===== config.mk =====
export PLATFORM = sky130hd
export DESIGN_NAME = l2cache_control
export DESIGN_NICKNAME = d
export VERILOG_FILES = /design/src/l2cache_pkg.sv /design/src/l2cache_control.sv
export VERILOG_INCLUDE_DIRS = /design/src
export SDC_FILE = /design/constraint.sdc
export NUM_CORES = 1
export LEC_CHECK = 0
export BUFFER_PORTS_ARGS = -buffer_cell sky130_fd_sc_hd__buf_4
export CORE_AREA = 3 3 40 42
export CTS_BUF_LIST = sky130_fd_sc_hd__clkbuf_4 sky130_fd_sc_hd__clkbuf_8 sky130_fd_sc_hd__clkbuf_16
export CTS_CLUSTER_DIAMETER = 50
export DETAILED_ROUTE_END_ITERATION = 10
export DIE_AREA = 0 0 43 45
export GPL_ROUTABILITY_DRIVEN = 0
export PLACE_DENSITY = 0.59
export SLEW_MARGIN = 20
export SYNTH_ARGS = -nofsm -noshare
export SYNTH_HDL_FRONTEND = slang
export SYNTH_SLANG_ARGS = --single-unit
export TNS_END_PERCENT = 50

===== constraint.sdc =====
create_clock -name clk -period 1.6 [get_ports clk]
set_input_delay 0 -clock clk [delete_from_list [all_inputs] [get_ports clk]]
set_output_delay 0 -clock clk [all_outputs]
set_load 0.02 [all_outputs]

===== src/l2cache_defs.svh =====
`ifndef L2CACHE_DEFS_SVH
`define L2CACHE_DEFS_SVH

// byte address width
`define L2_ADDR_BITS 32

// one cache line, as moved on both sides
`define L2_LINE_BITS 256

// byte offset within a line, 32 bytes per line
`define L2_OFFSET_BITS 5

// set index width, 16 sets
`define L2_SET_BITS 4

`endif


===== src/l2cache_pkg.sv =====
`default_nettype none

`include "l2cache_defs.svh"

package l2cache_pkg;

    // tag is whatever is left above index and offset
    localparam int tag_bits = `L2_ADDR_BITS - `L2_OFFSET_BITS - `L2_SET_BITS;

    typedef logic [`L2_ADDR_BITS-1:0] addr_t;
    typedef logic [`L2_LINE_BITS-1:0] line_t;
    typedef logic [tag_bits-1:0]      tag_t;
    typedef logic [`L2_SET_BITS-1:0]  idx_t;

    // controller states
    typedef enum logic [1:0] {
        check,
        write_back,
        fill
    } ctrl_state_t;

endpackage

`default_nettype wire


===== src/l2cache_control.sv =====
`timescale 1ns/100ps
`default_nettype none

module l2cache_control (
    input  wire  clk,
    input  wire  rst_n,
    // upper-level request
    input  wire  mem_read,
    input  wire  mem_write,
    output logic mem_resp,
    // physical memory handshake
    input  wire  pmem_resp,
    output logic pmem_read,
    output logic pmem_write,
    // datapath status
    input  wire  hit,
    input  wire  dirty,
    input  wire  valid,
    // datapath control
    output logic way_sel_method,
    output logic load_line_data,
    output logic load_valid,
    output logic load_dirty,
    output logic load_lru,
    output logic load_wdata_reg,
    output logic line_datain_sel,
    output logic valid_in,
    output logic dirty_in,
    output logic address_sel
);
    import l2cache_pkg::*;

    // way select encodings
    localparam logic sel_hit = 1'b0;
    localparam logic sel_lru = 1'b1;

    ctrl_state_t state;
    ctrl_state_t next_state;
    logic        req;
    logic        victim_dirty;

    assign req          = mem_read || mem_write;
    assign victim_dirty = valid && dirty;

    always_ff @(posedge clk or negedge rst_n) begin
        if (!rst_n) begin
            state <= check;
        end else begin
            state <= next_state;
        end
    end

    always_comb begin
        next_state = state;
        case (state)
            check: begin
                if (req && !hit) begin
                    next_state = victim_dirty ? write_back : fill;
                end
            end
            write_back: begin
                if (pmem_resp) begin
                    next_state = fill;
                end
            end
            fill: begin
                // back to check, which then hits
                if (pmem_resp) begin
                    next_state = check;
                end
            end
            default: next_state = check;
        endcase
    end

    always_comb begin
        mem_resp        = 1'b0;
        pmem_read       = 1'b0;
        pmem_write      = 1'b0;
        way_sel_method  = sel_hit;
        load_line_data  = 1'b0;
        load_valid      = 1'b0;
        load_dirty      = 1'b0;
        load_lru        = 1'b0;
        load_wdata_reg  = 1'b0;
        line_datain_sel = 1'b0;
        valid_in        = 1'b0;
        dirty_in        = 1'b0;
        address_sel     = 1'b0;
        case (state)
            check: begin
                if (req && hit) begin
                    mem_resp = 1'b1;
                    // other way becomes lru
                    load_lru = 1'b1;
                    if (mem_write) begin
                        load_line_data  = 1'b1;
                        line_datain_sel = 1'b1;
                        load_dirty      = 1'b1;
                        dirty_in        = 1'b1;
                    end
                end else if (req) begin
                    way_sel_method = sel_lru;
                    // grab the victim before it is overwritten
                    load_wdata_reg = victim_dirty;
                end
            end
            write_back: begin
                way_sel_method = sel_lru;
                address_sel    = 1'b1;
                pmem_write     = 1'b1;
            end
            fill: begin
                way_sel_method = sel_lru;
                pmem_read      = 1'b1;
                if (pmem_resp) begin
                    load_line_data = 1'b1;
                    load_valid     = 1'b1;
                    valid_in       = 1'b1;
                    load_dirty     = 1'b1;
                    dirty_in       = 1'b0;
                end
            end
            default: begin
                way_sel_method = sel_hit;
            end
        endcase
    end

endmodule

`default_nettype wire


# After elaboration in Yosys (flattened, before gate mapping)
# Cells that the tools add are included.
# totals
regBits	2
in_bits	8
out_inout_bits	13
wordCells	35
# op_classes
n_eq_ne	5
n_mux	21
n_reduce_logical	8
# ops
operator	count
2-to-1 mux 1 bit	14
2-to-1 mux 2 bit	4
!= test 2 bit, second input constant	3
one-hot mux 2 bit (3 select lines)	1
one-hot mux 1 bit (2 select lines)	2
logical AND 1 bit	3
AND reduction 3 bit	1
== test 2 x 1 -> 1 bit, second input constant	1
== test 2 bit, second input constant	1
logical NOT 2 bit	1
OR reduction 2 bit	1
logical NOT 1 bit	1
logical OR 1 bit	1

# Depth between registers and ports, before layout
# Gate-level depths: netlist of run 1.
# logic_depth
word_depth	4
ltp_mapped	5
depth_no_buf	5

# Worst setup path after synthesis of run 1
# Ideal clock, no wire load.
# synth_timing
kind	reg-to-reg
from	reg state[0]
to	reg state[0]
setup_time_ns	0.069
t_arrival_ns	1.546
required_time_ns	1.531
slack_ns	-0.015
path_stages_with_launch	6
path_buffers	0
period_less_slack_ns	1.615
cell_sequence	dfrtp_1 > inv_1 > ha_1 > o21ba_2 > or4b_1 > nand3_1
# synth_between
elab_chain_cells	3
elab_cells_between_ends	8
classes_between	eq/ne (5); mux (1); reduce/logical (2)
# synth_rtl
element	line	source
start, declared	l2cache_control.sv:37	ctrl_state_t state;
start signal, assigned	l2cache_control.sv:47	state <= check;
start signal, assigned	l2cache_control.sv:49	state <= next_state;
== test 2 x 1 -> 1 bit (tied with other cells)	l2cache_control.sv:55	case (state)
!= test 2 bit (no source line)	n/a	
AND reduction 3 bit (no source line)	n/a	
# Several ways; a longest one is shown, not always the timed one.
# A chain may end at the register's enable or synchronous reset.

# Final worst setup path of run 1
# Ends and elaborated chain as after synthesis.

==> flow_summary_export.csv, run 1 <==
group,metric,value,unit
run_status,status,"finished, final reports clean",
setup_path,rrSetupSlack,50,ps
setup_path,reg2reg_depth,4,
synthesis,synth.distinct_cells,17,
setup_path,path_depth,4,
timing,period_share,97.15,%
final_layout,top_register,"state",
setup_path,rr_startpoint,"state[0]$_DFFE_PN0P_",
synthesis,synth_top_family_by_area,"compound AO/OA/AOI/OAI gates",
timing,tightest_slew,254.2,ps
synthesis,synth_compound_area_share,24.20,%
setup_path,r2r-end,"state[0]$_DFFE_PN0P_",
die,die_w,43,microns
detailed_routing,wl_met2,339,microns
setup_path,start_kind,"flop",
timing,post-route-min-period,1554,ps
die,core_area,1285,sq um
detailed_routing,top_layer_used,"met3",
synthesis,synth.mux.area_fraction,0,%
final_layout,finalNetCount,72,
synthesis,yosys.area.top_type,"dfrtp_1",
global_routing,globalRouteOverflowTotal,0,
synthesis,synth_edf_count,0,
setup_path,cpMaxStageDelayCell,"or4b_1",
synthesis,async_flop_share,100.0,%
synthesis,synth.most_common_cell,"buf_4",
synthesis,synth_warnings,0,
final_layout,final_area,481.7,sq um
clock_tree,cts_tree,"done",
final_layout,drive_above_1_share,62.07,%
synthesis,synthTopCellsByCount,"buf_4, ha_1, a21oi_1, inv_1, nand2_1",
clock_tree,clock_latency,220,ps
timing,setup_violations,0,
global_routing,grt_pass1_vias,295,
setup_path,crit_end,"state[0]$_DFFE_PN0P_",
final_layout,reg.largest.list,"state (2)",
setup_path,required,1750,ps
clock_tree,clockRootBuffer,"clkbuf_4",
place,portBuffers,20,
synthesis,synth-simple-area-share,21.46,%
final_layout,num_antenna_cells,0,
synthesis,syn_area_per_cell,8.059,sq um
synthesis,synth_seq_cells,2,
synthesis,synth_area_leaders,"dfrtp_1, ha_1, buf_4, o21ba_2, a21oi_1",
final_layout,areaGrowthSynthToFinish,75.80,%
pwr,powerDensity,1747,nW/um^2
setup_path,critical_path_buf_inv_count,0,
detailed_routing,drc,0,
pwr,power_leakage,0.2651,nW
synthesis,synthXorXnorAreaFrac,0,%
die,io_pins,21,
setup_path,arrival,1710,ps
pwr,ir_drop,0.0006360,V
detailed_routing,m1WireLength,275,microns
setup_path,critPathLaunch,"state[0]$_DFFE_PN0P_",
job,max-cap-violations,0,
detailed_routing,wl_met3,70,microns
die,rows,13,
clock_tree,clk_transition_reported_paths,30,ps
setup_path,criticalPathCategory,"flop to flop",
timing,fin_ws,45.66,ps
clock_tree,htreeDepth,1,
synthesis,yosysSeqAreaShare,18.26,%
synthesis,syn_area,274.0,sq um
detailed_routing,dr.pass1.iters,2,
clock_tree,clk_path_buf_depth,2,
place,pre_cts_ws,21.81,ps
pwr,total_power,0.8414,mW
timing,hold_violations,0,
setup_path,crit_path_cell_trace,"ha_1, o21ba_2, or4b_1, nand3_1",
detailed_routing,routedWlPerCell,9.397,microns
timing,slew_headroom,83.02,%
timing,clock.fmax,0.6434,GHz
detailed_routing,drt_iter0_markers,1,
detailed_routing,ant_nets,0,
timing,drv_slew,0,
die,die_area,1935,sq um
global_routing,antenna_found_initial,0,
global_routing,grt_max_degree,6,
setup_path,crit_family,"simple AND/OR/NAND/NOR gates",
synthesis,synthesis.nets,46,
detailed_routing,totalWireLength,686,microns
final_layout,largest_register_ffs,2,
synthesis,synthCells,34,
clock_tree,cts_inserted_buffers,3,
timing,rsz0062_at_grt,"no",
synthesis,synth_fa_ha_area_share,18.26,%
die,start_util,21.32,%
synthesis,synthFlopType,"dfrtp_1",
die,dieHeight,45,microns
setup_path,end_kind,"flop",
hold_path,hold_class,"input pin to asynchronous set/reset pin",
timing,holdWs,99.05,ps
clock_tree,clock_sinks,2,
place,placed_area,430.4,sq um
setup_path,cp_max_fo,5,
detailed_routing,drt-vias-per-instance,4.205,
detailed_routing,vias,307,
place,dpl.hpwl,577,microns
timing,finClkSkew,1.980,ps
global_routing,grt_pass1_wl,1110,microns
setup_path,slowest_delay,500,ps
timing,finalSetupTns,0,ps
global_routing,grt_usage,7.744,%
synthesis,netlist.area_leader.share,18.26,%
-- what timing repair did --
action,in CTS,in global routing
endpoints found under the setup margin,2,4
hold buffers,1,0
gates resized for setup,1,2
endpoints found under the hold margin,2,0
setup buffers,2,0
-- layer usage --
metal / vias to the layer above / global-route usage (%)
met5: - / 0
met4: 0 / 3.614
met3: 0 / 4.382
met2: 11 / 12.57
met1: 134 / 8.193
li1: 162 / -
-- cell type report --
class                      count  area (sq um)
fill                         140         803.3
timing repair buffer          26         197.7
multi-input combinational     24         180.2
sequential                     2         51.30
clock buffer                   3         22.52
tap                           15         18.77
inverter                       3         11.26
-- cell usage in the layout (no fill, tap or decap) --
master and count:
buf_4 25, a21oi_1 3, nand2_1 3, clkbuf_4 3, inv_1 2, o21ba_2 2, nor2_1 2, nand3_1 2
ha_2 2, ha_1 2, and3_2 1, and2_1 1, or2_2 1, inv_2 1, o211a_1 1, o21bai_1 1
or4b_1 1, o21ai_0 1, a2bb2oi_1 1, dlygate4sd3_1 1, dfrtp_2 1, dfrtp_1 1
-- kinds of logic (layout without fill, tap and decap cells) --
family	Yosys count	in the layout
fa+ha+maj	4	4
simple gates	11	11
compound gates	9	9
flops	2	2
buf+inv	8	32
-- where the power goes --
part | leakage [nW] | switching (mW) | internal [mW]
clock | 0.0138 | 0.0282 | 0.0827
sequential | 0.0241 | 0.0208 | 0.0725
combinational | 0.227 | 0.318 | 0.319
total | 0.265 | 0.367 | 0.474
-- per-stage QoR --
stage / cells / utilization [%]
2_1_floorplan: 34 / -
3_3_place_gp: 67 / 33.50
3_5_place_dp: 67 / 33.50
4_1_cts: 73 / 37.39
5_1_grt: 73 / 37.49
6_report: 73 / 37.49
-- worst min-delay path by stage --
stage	to	slack, ps
final	state[0]$_DFFE_PN0P_	100
after global routing	state[1]$_DFFE_PN0P_	110
after CTS	state[0]$_DFFE_PN0P_	90
after detailed placement	state[0]$_DFFE_PN0P_	-220
after global placement	state[0]$_DFFE_PN0P_	-210
after floorplan	state[0]$_DFFE_PN0P_	-300
Power figures use the tool's default switching activity.
==> run 2: changes to the inputs <==
- ABC_AREA: not set -> 1
- PLACE_DENSITY: 0.59 -> 0.6
==> flow_summary_export.csv, run 2 <==
group,metric,value,unit
detailed_routing,drc,0,
die,rows,13,
setup_path,cp_max_fo,5,
die,die_area,1935,sq um
detailed_routing,drt_iter0_markers,1,
final_layout,num_antenna_cells,0,
place,pre_cts_ws,389.1,ps
synthesis,synthTopCellsByCount,"nand2_1, inv_1, nor2_1, buf_4, ha_1",
clock_tree,clk_transition_reported_paths,30,ps
run_status,status,"finished, final reports clean",
timing,drv_slew,0,
timing,finalSetupTns,0,ps
synthesis,synth.most_common_cell,"nand2_1",
final_layout,finalNonFillerCells,77,
clock_tree,htreeDepth,1,
detailed_routing,vias,304,
die,dieHeight,45,microns
setup_path,start_kind,"flop",
synthesis,synth_warnings,0,
timing,finClkSkew,2.135,ps
die,die_w,43,microns
place,dp.cells,73,
setup_path,arrival,1410,ps
detailed_routing,ant_nets,0,
global_routing,globalRouteOverflowTotal,0,
pwr,internal_power,0.4420,mW
clock_tree,postCtsResizedCells,0,
pwr,p_sw,0.4520,mW
timing,slew_headroom,86.58,%
synthesis,synth_edf_count,0,
timing,post-route-min-period,1414,ps
global_routing,grt_usage,6.567,%
final_layout,drive_above_1_share,43.55,%
detailed_routing,drt-vias-per-instance,3.948,
final_layout,final_common_cell,"buf_4",
place,portBuffers,20,
synthesis,yosys.area.top_type,"dfrtp_1",
place,dpl.hpwl,549.6,microns
detailed_routing,routedWlPerCell,8.416,microns
clock_tree,clock_sinks,2,
global_routing,grt_pass1_vias,265,
setup_path,criticalPathCategory,"flop to output pin",
timing,hold_violations,0,
final_layout,areaGrowthSynthToFinish,56.96,%
clock_tree,clock_latency,220,ps
job,max-cap-violations,0,
synthesis,netlist.area_leader.share,17.39,%
pwr,ir_drop,0.0006381,V
final_layout,final_area,451.7,sq um
synthesis,synthesis.nets,55,
timing,clock.fmax,0.7071,GHz
clock_tree,clockRootBuffer,"clkbuf_4",
timing,setup_violations,0,
global_routing,grt_max_degree,6,
timing,holdWs,104.8,ps
pwr,sw_frac_of_total,50.56,%
detailed_routing,totalWireLength,648,microns
final_layout,reg.largest.list,"state (2)",
synthesis,synthFlopType,"dfrtp_1",
synthesis,yosysSeqAreaShare,17.39,%
timing,fin_ws,185.7,ps
setup_path,end_kind,"output pin",
pwr,p_clk_share,12.2,%
pwr,power_leakage,0.2724,nW
pwr,powerDensity,1979,nW/um^2
die,start_util,22.40,%
pwr,total_power,0.8940,mW
die,io_pins,21,
global_routing,antenna_found_initial,0,
detailed_routing,dr.pass1.iters,2,
pwr,seqPwrFrac,11.6,%
setup_path,required,1600,ps
hold_path,hold_class,"input pin to asynchronous set/reset pin",
synthesis,syn_area,287.8,sq um
synthesis,synth_seq_cells,2,
timing,period_share,88.39,%
synthesis,synthCells,43,
clock_tree,clk_path_buf_depth,2,
final_layout,finalNetCount,76,
synthesis,async_flop_share,100.0,%
synthesis,synth_area_leaders,"dfrtp_1, ha_1, buf_4, nand2_1, inv_1",
die,core_area,1285,sq um
global_routing,grt_pass1_wl,966,microns
synthesis,synth.distinct_cells,11,
synthesis,syn_area_per_cell,6.692,sq um
timing,tightest_slew,201.3,ps
final_layout,largest_register_ffs,2,
final_layout,mostFrequentLayoutCells,"buf_4, nand2_1, inv_1",
clock_tree,cts_tree,"done",
clock_tree,cts_inserted_buffers,3,
timing,rsz0062_at_grt,"no",
final_layout,fin_util,35.15,%
pwr,combPwrFrac,76.2,%
final_layout,top_register,"state",
place,placed_area,419.2,sq um
-- run 2: layout make-up --
| cell class | instances | area (sq um) |
|---|---|---|
| Fill cell | 145 | 833.3 |
| Clock buffer | 3 | 22.52 |
| Timing Repair Buffer | 21 | 160.2 |
| Inverter | 8 | 30.03 |
| Multi-Input combinational cell | 28 | 170.2 |
| Sequential cell | 2 | 50.05 |
| Tap cell | 15 | 18.77 |
-- run 2: per-layer routing --
layer / up-vias / wire length [microns] / share of wire (%) / track usage, %
li1: 163 / - / - / -
met1: 127 / 279 / 43 / 7.434
met2: 14 / 284 / 44 / 10.78
met3: 0 / 84 / 13 / 2.390
met4: 0 / 0 / 0 / 3.614
met5: - / 0 / 0 / 0
-- run 2: cells by family after synthesis --
logic type | synth area share, %
compound gates | 13.04
fa+ha+maj | 17.39
buf+inv | 23.48
simple gates | 28.70
flops | 17.39
-- run 2: final timing paths --
| path | from | to | slack, ps | depth (start not counted) |
|---|---|---|---|---|
| worst max register to register | state[1]$_DFFE_PN0P_ | state[1]$_DFFE_PN0P_ | 420 | 6 |
| worst min-delay path | rst_n | state[0]$_DFFE_PN0P_ | 100 | 2 |
| min in group clk | pmem_resp | state[0]$_DFFE_PN0P_ | 140 | 4 |
| max in group asynchronous | rst_n | state[1]$_DFFE_PN0P_ | 1410 | 2 |
| worst max-delay path | state[0]$_DFFE_PN0P_ | load_line_data | 190 | 5 |
| worst min register to register | state[0]$_DFFE_PN0P_ | state[0]$_DFFE_PN0P_ | 540 | 2 |
-- run 2: worst max-delay path, stage by stage (launching register included) --
cell	delay, ps
dfrtp_1	400
inv_1	90
ha_1	250
nand2_1	110
o21ai_1	170
buf_4	170
-- run 2: power groups by stage --
stage	Clock, mW	Sequential [mW]	Combinational [mW]
2_1_floorplan	0	0.0964	0.500
6_report	0.109	0.104	0.681
4_1_cts	0.114	0.106	0.692
3_3_place_gp	0	0.106	0.682
5_1_grt	0.118	0.110	0.739
3_5_place_dp	0	0.107	0.688
-- run 2: repair_timing --
action                     in CTS  in global routing
hold endpoints to repair        2                  0
buffers inserted                0                  0
setup endpoints to repair       0                  0
hold buffers                    1                  0
